### src/logic/axil_pkg.sv
`default_nettype none

package axil_pkg;

    // Address bit selecting the register space
    localparam int CFG_SPACE_BIT = 31;

    localparam logic [7:0] CFG_LATENCY_OFS  = 8'h00;
    localparam logic [7:0] CFG_RECOVERY_OFS = 8'h04;

    typedef enum logic [1:0] {
        OKAY   = 2'b00,
        SLVERR = 2'b10
    } axil_resp_e;

    typedef struct packed {
        logic [31:0] awaddr;
        logic        awvalid;
        logic [31:0] wdata;
        logic [3:0]  wstrb;
        logic        wvalid;
        logic        bready;
        logic [31:0] araddr;
        logic        arvalid;
        logic        rready;
    } axil_req_t;

    typedef struct packed {
        logic        awready;
        logic        wready;
        axil_resp_e  bresp;
        logic        bvalid;
        logic        arready;
        logic [31:0] rdata;
        axil_resp_e  rresp;
        logic        rvalid;
    } axil_rsp_t;

endpackage

`default_nettype wire

### src/logic/hyper_pkg.sv
`default_nettype none

package hyper_pkg;

    // Bytes per command-address sequence and per data word
    localparam int CA_BYTES   = 6;
    localparam int DATA_BYTES = 4;

    localparam logic [3:0] LATENCY_RESET  = 4'd6;
    localparam logic [3:0] RECOVERY_RESET = 4'd2;

    // One single-word memory access
    typedef struct packed {
        logic        write;
        logic [31:0] addr;
        logic [31:0] wdata;
        logic [3:0]  strb;
    } mem_trans_t;

    typedef struct packed {
        logic [31:0] rdata;
        logic        done;
    } mem_resp_t;

    typedef struct packed {
        logic [3:0] latency;
        logic [3:0] recovery;
    } timing_cfg_t;

    typedef enum logic [2:0] {
        IDLE,
        CMD,
        LATENCY,
        DATA,
        RECOVER
    } phy_state_e;

endpackage

`default_nettype wire

### src/logic/axil_frontend.sv
`timescale 1ns/1ps
`default_nettype none

module axil_frontend (
    input  logic                 clk_sys_i,
    input  logic                 reset_i,
    input  axil_pkg::axil_req_t  axil_req_i,
    output axil_pkg::axil_rsp_t  axil_rsp_o,
    output logic                 cfg_req_o,
    output logic                 cfg_write_o,
    output logic [7:0]           cfg_ofs_o,
    output logic [31:0]          cfg_wdata_o,
    output logic [3:0]           cfg_strb_o,
    input  logic [31:0]          cfg_rdata_i,
    input  logic                 cfg_err_i,
    output logic                 mem_valid_o,
    output hyper_pkg::mem_trans_t mem_trans_o,
    input  logic                 mem_busy_i,
    input  hyper_pkg::mem_resp_t mem_resp_i
);

    typedef enum logic [1:0] {
        ST_IDLE,
        ST_WAIT_MEM,
        ST_RESPOND
    } fe_state_e;

    fe_state_e            state_q;
    fe_state_e            state_d;
    logic                 ready_q;
    logic                 accept;
    logic                 wr_both;
    logic                 wr_hs;
    logic                 rd_hs;
    logic                 is_cfg;
    logic                 is_write_q;
    logic [31:0]          addr;
    logic [31:0]          rdata_q;
    axil_pkg::axil_resp_e resp_q;

    // Write needs AW and W together, and beats a concurrent read
    assign wr_both = axil_req_i.awvalid & axil_req_i.wvalid;
    assign accept  = ready_q & ~mem_busy_i;
    assign wr_hs   = accept & wr_both;
    assign rd_hs   = accept & axil_req_i.arvalid & ~wr_both;
    assign addr    = wr_both ? axil_req_i.awaddr : axil_req_i.araddr;
    assign is_cfg  = addr[axil_pkg::CFG_SPACE_BIT];

    assign cfg_req_o   = (wr_hs | rd_hs) & is_cfg;
    assign cfg_write_o = wr_hs;
    assign cfg_ofs_o   = addr[7:0];
    assign cfg_wdata_o = axil_req_i.wdata;
    assign cfg_strb_o  = axil_req_i.wstrb;

    // Byte address to 32-bit word address
    assign mem_valid_o = (wr_hs | rd_hs) & ~is_cfg;
    always_comb begin
        mem_trans_o.write = wr_hs;
        mem_trans_o.addr  = {2'b00, addr[31:2]};
        mem_trans_o.wdata = axil_req_i.wdata;
        mem_trans_o.strb  = axil_req_i.wstrb;
    end

    always_comb begin
        state_d = state_q;
        case (state_q)
            ST_IDLE: begin
                if (cfg_req_o) begin
                    state_d = ST_RESPOND;
                end else if (mem_valid_o) begin
                    state_d = ST_WAIT_MEM;
                end
            end
            ST_WAIT_MEM: begin
                if (mem_resp_i.done) begin
                    state_d = ST_RESPOND;
                end
            end
            ST_RESPOND: begin
                if (is_write_q ? axil_req_i.bready : axil_req_i.rready) begin
                    state_d = ST_IDLE;
                end
            end
            default: state_d = ST_IDLE;
        endcase
    end

    always_ff @(posedge clk_sys_i) begin
        if (reset_i) begin
            state_q    <= ST_IDLE;
            ready_q    <= 1'b0;
            is_write_q <= 1'b0;
        end else begin
            state_q <= state_d;
            ready_q <= (state_d == ST_IDLE);
            if (wr_hs | rd_hs) begin
                is_write_q <= wr_hs;
            end
        end
    end

    // Response payload from whichever path finished
    always_ff @(posedge clk_sys_i) begin
        if (cfg_req_o) begin
            rdata_q <= cfg_rdata_i;
            resp_q  <= cfg_err_i ? axil_pkg::SLVERR : axil_pkg::OKAY;
        end else if (state_q == ST_WAIT_MEM && mem_resp_i.done) begin
            rdata_q <= mem_resp_i.rdata;
            resp_q  <= axil_pkg::OKAY;
        end
    end

    always_comb begin
        axil_rsp_o.awready = wr_hs;
        axil_rsp_o.wready  = wr_hs;
        axil_rsp_o.arready = rd_hs;
        axil_rsp_o.bresp   = resp_q;
        axil_rsp_o.bvalid  = (state_q == ST_RESPOND) & is_write_q;
        axil_rsp_o.rdata   = rdata_q;
        axil_rsp_o.rresp   = resp_q;
        axil_rsp_o.rvalid  = (state_q == ST_RESPOND) & ~is_write_q;
    end

endmodule

`default_nettype wire

### src/logic/ca_builder.sv
`timescale 1ns/1ps
`default_nettype none

module ca_builder (
    input  logic                  clk_sys_i,
    input  logic                  reset_i,
    input  logic                  mem_valid_i,
    input  hyper_pkg::mem_trans_t mem_trans_i,
    input  logic                  seq_take_i,
    output logic                  ca_valid_o,
    output logic [47:0]           ca_word_o,
    output logic [31:0]           wdata_o,
    output logic [3:0]            mask_o,
    output logic                  write_o
);

    logic                  ca_valid_q;
    hyper_pkg::mem_trans_t trans_q;

    always_ff @(posedge clk_sys_i) begin
        if (reset_i) begin
            ca_valid_q <= 1'b0;
        end else if (mem_valid_i) begin
            ca_valid_q <= 1'b1;
        end else if (seq_take_i) begin
            ca_valid_q <= 1'b0;
        end
    end

    always_ff @(posedge clk_sys_i) begin
        if (mem_valid_i) begin
            trans_q <= mem_trans_i;
        end
    end

    // Read flag, memory space, linear burst, upper and lower address
    assign ca_word_o = {~trans_q.write, 1'b0, 1'b1, trans_q.addr[31:3],
                        13'd0, trans_q.addr[2:0]};

    assign ca_valid_o = ca_valid_q;
    assign wdata_o    = trans_q.wdata;
    assign mask_o     = ~trans_q.strb;
    assign write_o    = trans_q.write;

endmodule

`default_nettype wire

### src/logic/cfg_regs.sv
`timescale 1ns/1ps
`default_nettype none

module cfg_regs (
    input  logic                   clk_sys_i,
    input  logic                   reset_i,
    input  logic                   cfg_req_i,
    input  logic                   cfg_write_i,
    input  logic [7:0]             cfg_ofs_i,
    input  logic [31:0]            cfg_wdata_i,
    input  logic [3:0]             cfg_strb_i,
    output logic [31:0]            cfg_rdata_o,
    output logic                   cfg_err_o,
    output hyper_pkg::timing_cfg_t timing_o
);

    hyper_pkg::timing_cfg_t timing_q;
    logic                   hit_lat;
    logic                   hit_rec;
    logic                   wr_en;

    assign hit_lat = (cfg_ofs_i == axil_pkg::CFG_LATENCY_OFS);
    assign hit_rec = (cfg_ofs_i == axil_pkg::CFG_RECOVERY_OFS);
    assign wr_en   = cfg_req_i & cfg_write_i & cfg_strb_i[0];

    always_ff @(posedge clk_sys_i) begin
        if (reset_i) begin
            timing_q.latency  <= hyper_pkg::LATENCY_RESET;
            timing_q.recovery <= hyper_pkg::RECOVERY_RESET;
        end else if (wr_en) begin
            if (hit_lat) begin
                timing_q.latency <= cfg_wdata_i[3:0];
            end
            if (hit_rec) begin
                timing_q.recovery <= cfg_wdata_i[3:0];
            end
        end
    end

    // Read-back is zero-extended
    always_comb begin
        cfg_rdata_o = 32'd0;
        if (hit_lat) begin
            cfg_rdata_o[3:0] = timing_q.latency;
        end else if (hit_rec) begin
            cfg_rdata_o[3:0] = timing_q.recovery;
        end
    end

    assign cfg_err_o = cfg_req_i & ~(hit_lat | hit_rec);
    assign timing_o  = timing_q;

endmodule

`default_nettype wire

### src/logic/hyper_phy_seq.sv
`timescale 1ns/1ps
`default_nettype none

module hyper_phy_seq (
    input  logic                   clk_sys_i,
    input  logic                   reset_i,
    input  hyper_pkg::timing_cfg_t timing_i,
    input  logic                   ca_valid_i,
    input  logic [47:0]            ca_word_i,
    input  logic [31:0]            wdata_i,
    input  logic [3:0]             mask_i,
    input  logic                   write_i,
    output logic                   seq_take_o,
    output logic                   busy_o,
    output hyper_pkg::mem_resp_t   mem_resp_o,
    output logic                   hyper_cs_no,
    output logic                   hyper_ck_o,
    output logic [7:0]             hyper_dq_o,
    output logic                   hyper_dq_oe_o,
    output logic                   hyper_rwds_o,
    output logic                   hyper_rwds_oe_o,
    input  logic                   hyper_rwds_i,
    input  logic [7:0]             hyper_dq_i,
    output logic                   hyper_reset_no
);

    hyper_pkg::phy_state_e state_q;
    hyper_pkg::phy_state_e state_d;
    logic [2:0]            byte_cnt_q;
    logic [3:0]            wait_cnt_q;
    logic [4:0]            wait_next;
    logic                  ck_q;
    logic                  reset_n_q;
    logic                  active_q;
    logic                  active_d;
    logic                  data_step;
    logic                  data_done;
    logic [31:0]           rdata_q;

    assign wait_next = {1'b0, wait_cnt_q} + 5'd1;

    // Reads advance only on RWDS strobes from the device
    assign data_step = write_i | hyper_rwds_i;
    assign data_done = (state_q == hyper_pkg::DATA) & data_step &
                       (byte_cnt_q == 3'(hyper_pkg::DATA_BYTES - 1));

    always_comb begin
        state_d = state_q;
        case (state_q)
            hyper_pkg::IDLE: begin
                if (ca_valid_i) begin
                    state_d = hyper_pkg::CMD;
                end
            end
            hyper_pkg::CMD: begin
                if (byte_cnt_q == 3'(hyper_pkg::CA_BYTES - 1)) begin
                    state_d = (timing_i.latency == 4'd0) ? hyper_pkg::DATA
                                                        : hyper_pkg::LATENCY;
                end
            end
            hyper_pkg::LATENCY: begin
                if (wait_next == {1'b0, timing_i.latency}) begin
                    state_d = hyper_pkg::DATA;
                end
            end
            hyper_pkg::DATA: begin
                if (data_done) begin
                    state_d = hyper_pkg::RECOVER;
                end
            end
            hyper_pkg::RECOVER: begin
                // At least one cycle with CS high
                if (wait_next >= {1'b0, timing_i.recovery}) begin
                    state_d = hyper_pkg::IDLE;
                end
            end
            default: state_d = hyper_pkg::IDLE;
        endcase
    end

    assign active_q = (state_q == hyper_pkg::CMD) | (state_q == hyper_pkg::LATENCY) |
                      (state_q == hyper_pkg::DATA);
    assign active_d = (state_d == hyper_pkg::CMD) | (state_d == hyper_pkg::LATENCY) |
                      (state_d == hyper_pkg::DATA);

    always_ff @(posedge clk_sys_i) begin
        if (reset_i) begin
            state_q    <= hyper_pkg::IDLE;
            byte_cnt_q <= 3'd0;
            wait_cnt_q <= 4'd0;
            ck_q       <= 1'b0;
            reset_n_q  <= 1'b0;
        end else begin
            state_q   <= state_d;
            reset_n_q <= 1'b1;
            ck_q      <= active_d ? ~ck_q : 1'b0;
            if (state_d != state_q) begin
                byte_cnt_q <= 3'd0;
                wait_cnt_q <= 4'd0;
            end else begin
                if (state_q == hyper_pkg::CMD ||
                        (state_q == hyper_pkg::DATA && data_step)) begin
                    byte_cnt_q <= byte_cnt_q + 3'd1;
                end
                if (state_q == hyper_pkg::LATENCY || state_q == hyper_pkg::RECOVER) begin
                    wait_cnt_q <= wait_cnt_q + 4'd1;
                end
            end
        end
    end

    // Read bytes arrive least significant first
    always_ff @(posedge clk_sys_i) begin
        if (state_q == hyper_pkg::DATA && !write_i && hyper_rwds_i) begin
            rdata_q <= {hyper_dq_i, rdata_q[31:8]};
        end
    end

    assign mem_resp_o.rdata = {hyper_dq_i, rdata_q[31:8]};
    assign mem_resp_o.done  = data_done;

    assign seq_take_o = (state_q == hyper_pkg::IDLE) & ca_valid_i;
    assign busy_o     = (state_q != hyper_pkg::IDLE);

    // CA goes out MSB first, write data LSB first
    assign hyper_dq_o = (state_q == hyper_pkg::CMD) ? ca_word_i[47 - 8*byte_cnt_q -: 8]
                                                    : wdata_i[8*byte_cnt_q[1:0] +: 8];
    assign hyper_dq_oe_o   = (state_q == hyper_pkg::CMD) |
                             ((state_q == hyper_pkg::DATA) & write_i);
    assign hyper_rwds_o    = mask_i[byte_cnt_q[1:0]];
    assign hyper_rwds_oe_o = (state_q == hyper_pkg::DATA) & write_i;
    assign hyper_cs_no     = ~active_q;
    assign hyper_ck_o      = ck_q;
    assign hyper_reset_no  = reset_n_q;

endmodule

`default_nettype wire

### src/logic/hyperbus_ctrl.sv
`timescale 1ns/1ps
`default_nettype none

module hyperbus_ctrl (
    input  logic                clk_sys_i,
    input  logic                reset_i,
    input  axil_pkg::axil_req_t axil_req_i,
    output axil_pkg::axil_rsp_t axil_rsp_o,
    output logic                hyper_cs_no,
    output logic                hyper_ck_o,
    output logic [7:0]          hyper_dq_o,
    output logic                hyper_dq_oe_o,
    output logic                hyper_rwds_o,
    output logic                hyper_rwds_oe_o,
    input  logic                hyper_rwds_i,
    input  logic [7:0]          hyper_dq_i,
    output logic                hyper_reset_no
);

    logic                   cfg_req;
    logic                   cfg_write;
    logic [7:0]             cfg_ofs;
    logic [31:0]            cfg_wdata;
    logic [3:0]             cfg_strb;
    logic [31:0]            cfg_rdata;
    logic                   cfg_err;
    hyper_pkg::timing_cfg_t timing;

    logic                   mem_valid;
    hyper_pkg::mem_trans_t  mem_trans;
    logic                   mem_busy;
    hyper_pkg::mem_resp_t   mem_resp;

    logic                   ca_valid;
    logic [47:0]            ca_word;
    logic [31:0]            seq_wdata;
    logic [3:0]             seq_mask;
    logic                   seq_write;
    logic                   seq_take;

    axil_frontend i_axil_frontend (
        .clk_sys_i   ( clk_sys_i  ),
        .reset_i     ( reset_i    ),
        .axil_req_i  ( axil_req_i ),
        .axil_rsp_o  ( axil_rsp_o ),
        .cfg_req_o   ( cfg_req    ),
        .cfg_write_o ( cfg_write  ),
        .cfg_ofs_o   ( cfg_ofs    ),
        .cfg_wdata_o ( cfg_wdata  ),
        .cfg_strb_o  ( cfg_strb   ),
        .cfg_rdata_i ( cfg_rdata  ),
        .cfg_err_i   ( cfg_err    ),
        .mem_valid_o ( mem_valid  ),
        .mem_trans_o ( mem_trans  ),
        .mem_busy_i  ( mem_busy   ),
        .mem_resp_i  ( mem_resp   )
    );

    cfg_regs i_cfg_regs (
        .clk_sys_i   ( clk_sys_i ),
        .reset_i     ( reset_i   ),
        .cfg_req_i   ( cfg_req   ),
        .cfg_write_i ( cfg_write ),
        .cfg_ofs_i   ( cfg_ofs   ),
        .cfg_wdata_i ( cfg_wdata ),
        .cfg_strb_i  ( cfg_strb  ),
        .cfg_rdata_o ( cfg_rdata ),
        .cfg_err_o   ( cfg_err   ),
        .timing_o    ( timing    )
    );

    ca_builder i_ca_builder (
        .clk_sys_i   ( clk_sys_i ),
        .reset_i     ( reset_i   ),
        .mem_valid_i ( mem_valid ),
        .mem_trans_i ( mem_trans ),
        .seq_take_i  ( seq_take  ),
        .ca_valid_o  ( ca_valid  ),
        .ca_word_o   ( ca_word   ),
        .wdata_o     ( seq_wdata ),
        .mask_o      ( seq_mask  ),
        .write_o     ( seq_write )
    );

    hyper_phy_seq i_hyper_phy_seq (
        .clk_sys_i       ( clk_sys_i       ),
        .reset_i         ( reset_i         ),
        .timing_i        ( timing          ),
        .ca_valid_i      ( ca_valid        ),
        .ca_word_i       ( ca_word         ),
        .wdata_i         ( seq_wdata       ),
        .mask_i          ( seq_mask        ),
        .write_i         ( seq_write       ),
        .seq_take_o      ( seq_take        ),
        .busy_o          ( mem_busy        ),
        .mem_resp_o      ( mem_resp        ),
        .hyper_cs_no     ( hyper_cs_no     ),
        .hyper_ck_o      ( hyper_ck_o      ),
        .hyper_dq_o      ( hyper_dq_o      ),
        .hyper_dq_oe_o   ( hyper_dq_oe_o   ),
        .hyper_rwds_o    ( hyper_rwds_o    ),
        .hyper_rwds_oe_o ( hyper_rwds_oe_o ),
        .hyper_rwds_i    ( hyper_rwds_i    ),
        .hyper_dq_i      ( hyper_dq_i      ),
        .hyper_reset_no  ( hyper_reset_no  )
    );

endmodule

`default_nettype wire

### config.mk
export PLATFORM = sky130hd
export DESIGN_NAME = hyperbus_ctrl
export DESIGN_NICKNAME = d
export VERILOG_FILES = /design/src/logic/axil_pkg.sv /design/src/logic/hyper_pkg.sv /design/src/logic/axil_frontend.sv /design/src/logic/ca_builder.sv /design/src/logic/cfg_regs.sv /design/src/logic/hyper_phy_seq.sv /design/src/logic/hyperbus_ctrl.sv
export SDC_FILE = /design/constraint.sdc
export NUM_CORES = 1
export LEC_CHECK = 0
export BUFFER_PORTS_ARGS = -buffer_cell sky130_fd_sc_hd__buf_2
export CORE_ASPECT_RATIO = 0.5
export CORE_MARGIN = 5
export CORE_UTILIZATION = 50
export DETAILED_ROUTE_END_ITERATION = 10
export GPL_ROUTABILITY_DRIVEN = 0
export PLACE_DENSITY = 0.76
export SYNTH_ARGS = -nofsm -noshare
export SYNTH_HDL_FRONTEND = slang
export SYNTH_SLANG_ARGS = --single-unit
export TNS_END_PERCENT = 100
### constraint.sdc
create_clock -name clk_sys_i -period 7.4 [get_ports clk_sys_i]
set_input_delay 0 -clock clk_sys_i [delete_from_list [all_inputs] [get_ports clk_sys_i]]
set_output_delay 0 -clock clk_sys_i [all_outputs]
set_load 0.005 [all_outputs]
==> summary.md, run 1 <==
The run finished with clean final reports. The number of antenna cells inserted is 0. For the hold violation total from the final report, the log shows 0. For this block, the routed nets add up to 18000 um of wire. The number of remaining DRC errors was 0. Summed over its instances, the top area cell type makes up 44.2% of the synthesized netlist area. The clock period minus final worst setup slack is 3.20 ns, and the floorplan die height is 90.8 um. The first-pass iteration count of the detailed router was 5; the initial core utilization was 51.3%. The highest fanout seen on the critical path was 19; the wire length per cell was 17.4 um. The synthesized instance count is 593. The clock net in this run drives a total of 149 sinks.

Summing all non-filler instances in the final layout gives an area of 9030 um^2. Data on the critical path is required at its endpoint by 7.40 ns. The tightest min-delay check is of the primary input to register type. The tools report the number of distinct library cells after synthesis as 66. Based on the critical path, the design can be clocked at up to 312 MHz. The area growth from synthesis to layout is 38.5%. Among all flip-flop cells after synthesis, the most frequent one is sky130_fd_sc_hd__edfxtp_1. Port buffering added 168 buffers. Layout cell share with drive strength beyond 1: 27.2%. The first-pass GRT wire length came out at 28500 um. The run gives 0 as the number of pins exceeding their max-slew limit in the final report. Setup repair after global routing left no endpoint under its margin.

The logs give 0 for the global route total overflow and 0 ns for the sum of negative setup slack. The sequential fraction of the synthesis area was 60.5%. For the worst setup path, the data arrival time is 3.20 ns. The floorplan has 29 rows.

The worst setup path is captured at an output pin. The mean number of vias per cell is 5.39. For the largest clock skew in the final design, the log shows 0.00888 ns.

The logs give 1.98 mW for the total power draw and 491 for the number of DRC markers in iteration 0. The final-stage net count was 975; the number of vias after detailed routing was 5566. Yosys instantiated no cell more often than sky130_fd_sc_hd__nand2_1.

The H-tree generated during clock tree synthesis spans 4 levels. The later pin in the worst-skew pair is clocked with a latency of 0.42 ns. The post-detailed-placement cell area is 7440 um^2, and the floorplan core area is 12700 um^2. In this run the deepest clock path goes through 2 buffers.

The HPWL after detailed placement is 10800 um. Via count of the first global-routing pass: 5698. In this run, synthesis inferred 96 flip-flops with an integrated enable.

Power spread over the standard cell area amounts to 219 nW/um^2. CTS placed an instance of sky130_fd_sc_hd__clkbuf_16 at the clock tree root. In this run, CTS created clock tree buffers numbering 17.

The worst-case IR drop observed on VDD is 0.127 mV. The element type at the critical path start is a register. The worst setup path is of the register to output pin kind.

In this run the static leakage power is 3.79 nW. The transition time at the pin with the least slew margin works out to 1.21 ns. The post-detailed-route count of antenna-violating nets is 0. By count the netlist is led by 173 x sky130_fd_sc_hd__nand2_1, 96 x sky130_fd_sc_hd__edfxtp_1, 53 x sky130_fd_sc_hd__dfxtp_1, 48 x sky130_fd_sc_hd__a21oi_1, 29 x sky130_fd_sc_hd__nor2_1.

TritonCTS built the clock tree. The reported max-cap violation count is 0. The Yosys step of the flow raised 0 warnings.

Synthesis inferred 149 register bits. 171 I/O pins were placed. Yosys attributes the largest share of cell area to sky130_fd_sc_hd__edfxtp_1 44%, sky130_fd_sc_hd__dfxtp_1 16%, sky130_fd_sc_hd__nand2_1 10%. The average footprint of a synthesized cell was 11.0 um^2; the post-CTS clock slew at the launch and capture registers of the worst setup and hold paths was 0.06 ns. The number of antenna violations at the first check in global routing is 0, and the number of fillers in the final layout is 864.

Once layout is complete, the utilization of the core stands at 71.1%. In this run the tightest slew margin relative to its limit is 19.4%. The floorplan die width is 172 um, and the count of endpoints failing setup in the final report is 0. Cell type with the largest total area after synthesis: sky130_fd_sc_hd__edfxtp_1.

The logs give 70 for the pin count of the biggest net entering global routing and 6520 um^2 for the post-synthesis instance area. The fraction of synthesis flops using an asynchronous set or reset pin was 0%; the ratio of final minimum period to clock period was 43.3%. Die area: 15600 um^2. For this run, the total global-route usage over all layers was measured as 23.2%.
cell type report:
| type | instances | area (um^2) | share of cell area (%) |
|---|---|---|---|
| clock buffers | 20 | 458 | 5.07 |
| clock inverters | 12 | 118 | 1.30 |
| inverters | 12 | 45.0 | 0.499 |
| multi-input cells | 398 | 2380 | 26.3 |
| flip-flops and latches | 149 | 3940 | 43.7 |
| well taps | 170 | 213 | 2.35 |
| repair buffers | 272 | 1880 | 20.8 |
routing by layer:
metal | routed length [um] | part of all wire [%] | global-route usage, % | up-vias
met3 | 1580 | 8.8 | 6.65 | 50
met5 | 0 | 0 | 0 | -
met4 | 431 | 2.4 | 8.11 | 0
met2 | 8710 | 48 | 38.5 | 263
met1 | 7250 | 40 | 29.0 | 2645
li1 | - | - | - | 2608
layout by cell type, fill, tap and decap left out, types with 12 or more instances in the layout:
master / instances
sky130_fd_sc_hd__clkbuf_16: 18
sky130_fd_sc_hd__dfxtp_1: 53
sky130_fd_sc_hd__edfxtp_1: 96
sky130_fd_sc_hd__inv_1: 12
sky130_fd_sc_hd__dlygate4sd3_1: 102
sky130_fd_sc_hd__nor2_1: 27
sky130_fd_sc_hd__mux2i_1: 14
sky130_fd_sc_hd__a21oi_1: 48
sky130_fd_sc_hd__buf_2: 168
sky130_fd_sc_hd__o21ai_0: 13
sky130_fd_sc_hd__nand2_1: 173
sequential cells by signal (all words and copies together), names as in the netlist:
name / cells
i_axil_frontend.resp_q: 1
i_axil_frontend.rdata_q: 32
i_ca_builder.ca_word_o: 30
i_hyper_phy_seq.wait_cnt_q: 4
i_ca_builder.ca_valid_o: 1
i_axil_frontend.is_write_q: 1
i_hyper_phy_seq.rdata_q: 24
i_hyper_phy_seq.hyper_ck_o: 1
i_axil_frontend.ready_q: 1
i_hyper_phy_seq.hyper_reset_no: 1
i_cfg_regs.timing_o: 8
i_ca_builder.wdata_o: 32
i_ca_builder.write_o: 1
i_axil_frontend.state_q: 2
i_hyper_phy_seq.state_q: 3
i_ca_builder.trans_q: 4
i_hyper_phy_seq.byte_cnt_q: 3
worst paths after layout:
path / cells past startpoint / slack [ns] / start / to
min reg2reg: 0 / 0.45 / i_hyper_phy_seq.rdata_q[24]$_DFFE_PP_ / i_hyper_phy_seq.rdata_q[16]$_DFFE_PP_
max reg2reg: 6 / 4.25 / i_hyper_phy_seq.byte_cnt_q[1]$_SDFFE_PP0P_ / i_axil_frontend.resp_q[1]$_SDFFCE_PN0P_
max: 5 / 4.20 / i_hyper_phy_seq.byte_cnt_q[1]$_SDFFE_PP0P_ / hyper_dq_o[6]
min: 3 / 0.04 / axil_req_i[4] / i_ca_builder.ca_word_o[0]$_DFFE_PP_
stage by stage:
stage / hold WS, ns / cells / setup WS [ns]
2_1_floorplan: 0.0691 / 594 / 3.13
3_3_place_gp: 0.178 / 899 / 4.34
3_5_place_dp: 0.178 / 899 / 4.31
4_1_cts: 0.0418 / 1033 / 4.22
5_1_grt: 0.0603 / 1033 / 4.01
6_report: 0.0419 / 1033 / 4.20
cells by family after synthesis:
group / after synthesis / synth area share, %
simple gates: 249 / 16.6
mux: 27 / 5.99
flops: 149 / 60.5
fa+ha+maj: 9 / 1.73
compound gates: 103 / 10.6
other cells: 1 / 0.0575
xor+xnor: 8 / 1.30
buf+inv: 47 / 3.26
worst max-delay path: stages, from the launching register on:
cell	delay (ns)
sky130_fd_sc_hd__dfxtp_1	0.93
sky130_fd_sc_hd__ha_1	0.47
sky130_fd_sc_hd__nor2_1	0.52
sky130_fd_sc_hd__a21boi_0	0.24
sky130_fd_sc_hd__o41ai_1	0.43
sky130_fd_sc_hd__buf_2	0.19
where the power goes:
part	leakage, nW	internal, mW	switching, mW	total (mW)
sequential	1.31	0.916	0.0142	0.930
clock	0.279	0.489	0.353	0.842
combinational	2.21	0.108	0.102	0.210
total	3.79	1.51	0.469	1.98
what timing repair did:
action,4_1_cts,5_1_grt
endpoints found under the hold margin,96,0
setup buffers,0,0
gates resized for setup,0,0
hold buffers,102,0
Power figures use the tool's default switching activity.
==> run 2: changes to the inputs <==
- CORE_UTILIZATION: 50 -> 48
- PLACE_DENSITY: 0.76 -> 0.77
- clock period: 7.4 -> 2.9 ns (I/O delays scaled with it)
==> run 2 against run 1 <==
Sequential power rose to 2.5 times the previous value; wire length down 1.9%; register-to-register slack worse by 3.8 ns; global-route usage down 1.0 points; via count down 1.1%; critical path type unchanged; critical endpoint unchanged.
==> summary.md, run 2 (synthesis results as in run 1) <==
STA classifies the critical path startpoint as a register. Final hold analysis gives a worst-case slack of 0.0581 ns. In the layout the commonest cells are 173 x sky130_fd_sc_hd__nand2_1, 168 x sky130_fd_sc_hd__buf_2, 102 x sky130_fd_sc_hd__dlygate4sd3_1. Longest individual stage delay on the worst path: 0.42 ns. The tools report the area taken by flip-flops and latches as 3940 um^2.

The first-pass GRT wire length came out at 28200 um. On the critical path, the stage with the largest delay is an instance of sky130_fd_sc_hd__ha_1. The sum of negative setup slack is 0 ns, and the pin count of the biggest net entering global routing is 66.

Once the floorplan was initialized, standard cells occupied 48.5% of the core. The die is 92.4 um tall. The logs give 3.85 nW for the static leakage and 26.4% for the global-route track usage on met1.

The maximum buffer depth of the clock tree is 2, and the reported max-cap violation count is 0. The data arrival at the endpoint of the critical path was 2.69 ns. The internal power of the cells totals 3.90 mW. The post-CTS clock slew at the launch and capture registers of the worst setup and hold paths came out at 0.06 ns. The switching power share of the total was 23.8%.

The logs give 0 for the hold violation total from the final report and 1.22 mW for the reported net switching power. Data on the critical path is required at its endpoint by 2.90 ns. Clock latency on the worst-skew pair, taken at its later pin, is 0.42 ns.

Class of the most critical setup path: register to output pin. Post-CTS timing repair inserted 0 buffers for setup. The run gives 0 as the number of antenna violations at the first check in global routing. The run gives 4 as the count of H-tree levels built during CTS. Summing over every cut layer, the via total after detailed routing is 5504. TritonCTS built the clock tree. The standard-cell row count was 30; the number of port buffers was 168.

During I/O placement, the number of pins put on the boundary was 171. The logs give 0 for the count of endpoints failing setup in the final report and 0.49 ns for the setup slack of the most critical reg-to-reg path. The clock share of power is 43.1%, and the wire length per cell is 16.8 um. The tools report the area used by multi-input combinational logic as 2380 um^2.

Counting the buffers created by CTS gives 17. For the met2 usage in global routing, the log shows 38.6%. The layout cell share with drive strength beyond 1 works out to 28.2%. The cell class contributing the biggest share of worst-path delay was compound AO/OA/AOI/OAI gates. The run finished with clean final reports. The critical path goes through buf_4 -> ha_1 -> and2_1 -> o21ai_0 -> a21boi_0 -> o41ai_1 -> buf_2.

The floorplan core area came out at 13400 um^2. Sequential cells account for 46.1% of the total power. Cell chosen for the clock root: sky130_fd_sc_hd__clkbuf_16. Global routing used 22.1% of the available tracks across all layers. The number of buffers and inverters on the critical path was 2; the total power density per cell area was 560 nW/um^2. Setup repair after global routing left no endpoint under its margin.

The tools report the number of pins exceeding their max-slew limit in the final report as 0. The top achievable clock speed came out at 372 MHz. Commonest non-fill, non-tap cell in the layout: sky130_fd_sc_hd__nand2_1. The worst hold path belongs to the class primary input to register. The repair_antennas step left the layout with diodes totalling 0. After detailed routing, the number of remaining DRC violations is 0. In this run the worst path has a maximum fanout of 8. Combinational logic burns 10.7% of the power. VDD sags by at most 0.423 mV. For this run, the post-layout net count is 983. The first-pass iteration count of the detailed router was 5.

For the final database, setup skew stands at 0.00955 ns. The clock period could shrink to 2.69 ns. The met3 track utilization from global routing was 6.65%; the relative slew slack was 55.1%. The via count of the first global-routing pass was 5687; the ratio of final minimum period to clock period was 92.6%.

The final wirelength was 17600 um; the global route total overflow was 0. For the number of DRC markers in iteration 0, the log shows 428. Dividing the detail-routed via count by the number of cells gives 5.26. The synthesis-to-finish area growth came out at 40.2%. The category of the worst setup path capture point was an output pin. After global routing, the most crowded layer is met2. The number of clock sinks is 149, and the number of fillers in the final layout is 970. The post-detailed-route count of antenna-violating nets was 0.

The run gives 16200 um^2 as the die area. Detailed placement finished with a half-perimeter wire length of 11200 um. At the pin with the least slew margin, the transition time is 0.661 ns. The floorplan die width is 175 um.
==> run 2: cell types whose count changed in the layout (fill, tap and decap cells not counted) <==
cell,delta
sky130_fd_sc_hd__buf_12,+1
sky130_fd_sc_hd__nor2_1,-1
sky130_fd_sc_hd__inv_4,-2
sky130_fd_sc_hd__inv_6,+1
sky130_fd_sc_hd__buf_4,+7
sky130_fd_sc_hd__inv_8,+2
sky130_fd_sc_hd__clkbuf_8,+1
sky130_fd_sc_hd__nor2_2,+1
sky130_fd_sc_hd__clkbuf_1,-2
==> run 2: power by group through the flow <==
stage / Sequential [mW] / Clock [mW] / Combinational, mW
2_1_floorplan: 2.40 / 0 / 0.236
3_3_place_gp: 2.40 / 0 / 0.402
3_5_place_dp: 2.41 / 0 / 0.412
4_1_cts: 2.36 / 2.24 / 0.534
5_1_grt: 2.37 / 2.34 / 0.595
6_report: 2.36 / 2.21 / 0.550
==> run 2: worst paths after layout <==
check                                             start                                         end  depth (start not counted)
max          i_hyper_phy_seq.byte_cnt_q[1]$_SDFFE_PP0P_                               hyper_dq_o[6]                          7
min                                       axil_req_i[0]       i_axil_frontend.state_q[1]$_SDFF_PP0_                          6
max reg2reg  i_hyper_phy_seq.wait_cnt_q[0]$_SDFFE_PP0P_  i_hyper_phy_seq.byte_cnt_q[0]$_SDFFE_PP0P_                          7
min reg2reg       i_hyper_phy_seq.hyper_ck_o$_SDFF_PP0_       i_hyper_phy_seq.hyper_ck_o$_SDFF_PP0_                          1
==> run 2: layout make-up <==
class | count | share of cell area, %
inverter | 12 | 0.493
sequential | 149 | 43.1
clock buffer | 19 | 5.08
timing repair buffer | 280 | 21.3
clock inverter | 13 | 1.49
multi-input combinational | 398 | 26.1
tap | 176 | 2.41
==> run 2: per-stage QoR <==
step	worst slack, ns	total power, mW	cells	utilization [%]	area, um^2
floorplan	0.491	2.63	594	-	6530
global placement	0.582	2.81	913	55.9	7520
detailed placement	0.543	2.82	913	55.9	7520
CTS	0.175	5.13	1047	68.0	9140
global route	0.0260	5.30	1047	68.0	9140
finish	0.215	5.12	1047	68.0	9140
==> run 2: metal layers <==
metal	share of wire, %	wire length [um]
met2	50	8840
met4	2.1	373
met3	6.8	1200
met5	0	0
met1	41	7220
==> run 2: repair_timing <==
item / in CTS / in global routing
hold endpoints to repair: 96 / 0
endpoints found under the setup margin: 0 / 1
resized for setup: 0 / 1
hold buffers: 102 / 0
==> run 2: worst min-delay path: stages <==
cell and delay, ns:
sky130_fd_sc_hd__buf_2 0.07, sky130_fd_sc_hd__mux2i_1 0.06, sky130_fd_sc_hd__nand2_1 0.06, sky130_fd_sc_hd__o31ai_1 0.06, sky130_fd_sc_hd__nand2b_1 0.10, sky130_fd_sc_hd__a21oi_1 0.07
==> run 3: changes to the inputs <==
- BUFFER_PORTS_ARGS: -buffer_cell sky130_fd_sc_hd__buf_2 -> default
- CELL_PAD_IN_SITES_DETAIL_PLACEMENT: default -> 1
- CELL_PAD_IN_SITES_GLOBAL_PLACEMENT: default -> 2
- CORE_UTILIZATION: 48 -> 36
- DONT_BUFFER_PORTS: default -> 1
- PLACE_DENSITY: 0.77 -> default
- PLACE_DENSITY_LB_ADDON: default -> 0.1
==> run 3 against run 2 <==
Die area grew 30%; utilization shrank 20 points; total power shrank 1.0%; critical path type unchanged; critical endpoint unchanged; clock skew is essentially flat; register-to-register slack gained 0.14 ns; wire length grew 3.5%; global-route usage shrank 4.2 points; via count shrank 14%; count of clock-buffer cells in the layout grew 2; hold slack lost 0.016 ns.
==> summary.md, run 3 (synthesis results as in run 1) <==
The flow ran to the end, and the final reports show no timing, DRC or antenna violations. In the final timing run, aggregate negative setup slack is 0 ns. Cell with the most instances on the worst path: sky130_fd_sc_hd__buf_4.

Highest fanout seen on the critical path: 18. The worst setup path is captured at an output pin. The count of H-tree levels built during CTS is 4, and the global route total overflow is 0.

In the detailed route, the total length drawn on met3 is 1080 um. Buffers inserted during clock tree synthesis total 17. For this design the ratio of total power to cell area is 598 nW/um^2.

Clock tree synthesis found a total of 149 sinks. The number of pins exceeding their max-slew limit in the final report is 0, and the standard-cell row count is 34. The largest single stage delay on the critical path is 0.44 ns. Setup slack on the critical path of the routed design comes to 0.403 ns. The critical path is of the register to output pin type.

Max-cap violations in this run came to 0. The half-perimeter wire length of the detailed placement result was 12600 um; the post-detailed-route count of antenna-violating nets was 0. Entering global routing, the biggest net connects 34 pins. The worst hold path was traced through 5 stages. The layout cell share with drive strength beyond 1 came out at 11.2%. The net count of the finished layout is 824.

TritonCTS built the clock tree. The logs give 0.42 ns for the source-to-sink clock delay at the later pin of the worst-skew pair and 0 for the number of antenna cells inserted. The worst min-delay path category is primary input to register. The number of DRC markers in iteration 0 was 159. The cell with the biggest individual delay on the critical path was sky130_fd_sc_hd__ha_1.

For the number of I/O pins, the log shows 171. The top cell types in the final layout, fill and taps aside, are 173 x sky130_fd_sc_hd__nand2_1, 105 x sky130_fd_sc_hd__dlygate4sd3_1, 96 x sky130_fd_sc_hd__edfxtp_1. For the worst setup path, the data required time is 2.90 ns. The signal on the critical path passes through buf_4 -> ha_1 -> and2_1 -> o21ai_0 -> a21boi_0 -> o41ai_1 -> buf_4. The hold violation total from the final report was 0. The tools report the via count of the first global-routing pass as 5161. For the first-pass GRT wire length, the log shows 29600 um. Final hold analysis gives a worst-case slack of 0.0423 ns. For the post-route cell area, the log shows 8470 um^2.

Global-route total usage across every layer: 17.9%. Setup repair after global routing left no endpoint under its margin. The wire length per cell is 19.3 um. The clock period minus final worst setup slack works out to 2.50 ns. The count of buffers added on input and output ports is 0.

For the post-detailed-placement cell area, the log shows 6820 um^2. Data on the critical path arrives at its endpoint at 2.50 ns. Detailed routing placed a total of 8500 um of wire on met2.

For this run, the detailed router's first-pass iteration total came to 4. The tools report the final wirelength as 18300 um. The transition time at the pin with the least slew margin is 0.631 ns, and the mean number of vias per cell is 4.99.

The area growth from synthesis to layout is 29.9%. The number of antenna violations at the first check in global routing was 0. The worst-case IR drop observed on VDD is 0.394 mV. The commonest non-fill, non-tap cell in the layout is sky130_fd_sc_hd__nand2_1.

The static leakage came out at 3.18 nW. The floorplan die width was 200 um; the worst-case reg-to-reg path depth was 5. Floorplan die height: 105 um. The tools report the post-cts repair resize count as 0.

After detailed routing, the number of remaining DRC violations is 0. The floorplan step defined a die boundary enclosing 21100 um^2. The core region is 17600 um^2. The tree is rooted in a sky130_fd_sc_hd__clkbuf_16. The ratio of final minimum period to clock period is 86.1%, and the initial core utilization is 37.1%. The element type at the critical path start was a register. Top routing layer in use: met4. For the top achievable clock speed, the log shows 400 MHz. Between clock sinks in the finished design, the worst skew comes to 0.00987 ns.

For this block, wires on met1 add up to 8580 um. The number of setup buffers added after CTS is 0. Clock-pin slew was measured on the worst setup and hold paths at 0.06 ns. The clock passes through at most 2 buffers. Summing over every cut layer, the via total after detailed routing is 4722.

Timing analysis after detailed placement gives a worst setup slack of 0.648 ns. Setup violations remaining at the end of the flow were counted as 0. The relative slew slack is 57.1%.
-- run 3: changes by cell type in the layout (fill, tap and decap cells not counted), moves of 2 or more --
cell / before / now
sky130_fd_sc_hd__buf_2: 168 / 0
sky130_fd_sc_hd__buf_4: 9 / 13
sky130_fd_sc_hd__inv_6: 4 / 0
sky130_fd_sc_hd__dlygate4sd3_1: 102 / 105
sky130_fd_sc_hd__inv_8: 3 / 0
sky130_fd_sc_hd__buf_12: 1 / 3
sky130_fd_sc_hd__clkbuf_1: 0 / 2
-- run 3: worst paths after layout --
kind | startpoint | slack [ns] | end
worst min-delay path | axil_req_i[0] | 0.04 | i_axil_frontend.ready_q$_SDFF_PP0_
worst max register to register | i_hyper_phy_seq.state_q[1]$_SDFF_PP0_ | 0.63 | i_axil_frontend.state_q[1]$_SDFF_PP0_
worst min register to register | i_hyper_phy_seq.rdata_q[22]$_DFFE_PP_ | 0.45 | i_hyper_phy_seq.rdata_q[14]$_DFFE_PP_
worst max-delay path | i_hyper_phy_seq.byte_cnt_q[1]$_SDFFE_PP0P_ | 0.40 | hyper_dq_o[6]
-- run 3: repair_timing --
item / in CTS / in global routing
hold buffers: 105 / 0
endpoints found under the setup margin: 0 / 0
endpoints found under the hold margin: 99 / 0
-- run 3: per-stage QoR --
stage | power, mW | util (%) | instances
floorplan | 2.63 | - | 594
global placement | 2.74 | 38.8 | 809
detailed placement | 2.74 | 38.8 | 809
CTS | 5.14 | 48.2 | 946
global route | 5.30 | 48.2 | 946
finish | 5.07 | 48.2 | 946
-- run 3: power breakdown --
part,internal [mW],switching [mW],leakage [nW]
registers,2.33,0.0268,1.31
clock network,1.37,0.867,0.291
logic,0.232,0.241,1.58
-- run 3: final cells by class --
class | instances | area, um^2
well taps | 234 | 293
clock buffers | 21 | 483
repair buffers | 121 | 1210
inverters | 12 | 45.0
fillers | 1859 | 9100
multi-input cells | 398 | 2380
flip-flops and latches | 149 | 3940
clock inverters | 11 | 121
-- run 3: routing by layer --
| metal | up-vias | track usage, % |
|---|---|---|
| met1 | 2313 | 24.0 |
| met2 | 101 | 28.3 |
| met5 | - | 0 |
| met4 | 0 | 4.61 |
| met3 | 7 | 5.73 |
| li1 | 2301 | - |
-- run 3: worst max-delay path: cells and delay by family (launching register included) --
kind	cells	cell delay, ns
buffers and inverters	2	0.40
adder cells (fa/ha/maj)	1	0.44
AND/OR/NAND/NOR	1	0.32
AO/OA/AOI/OAI	3	0.61
flip-flops	1	0.31
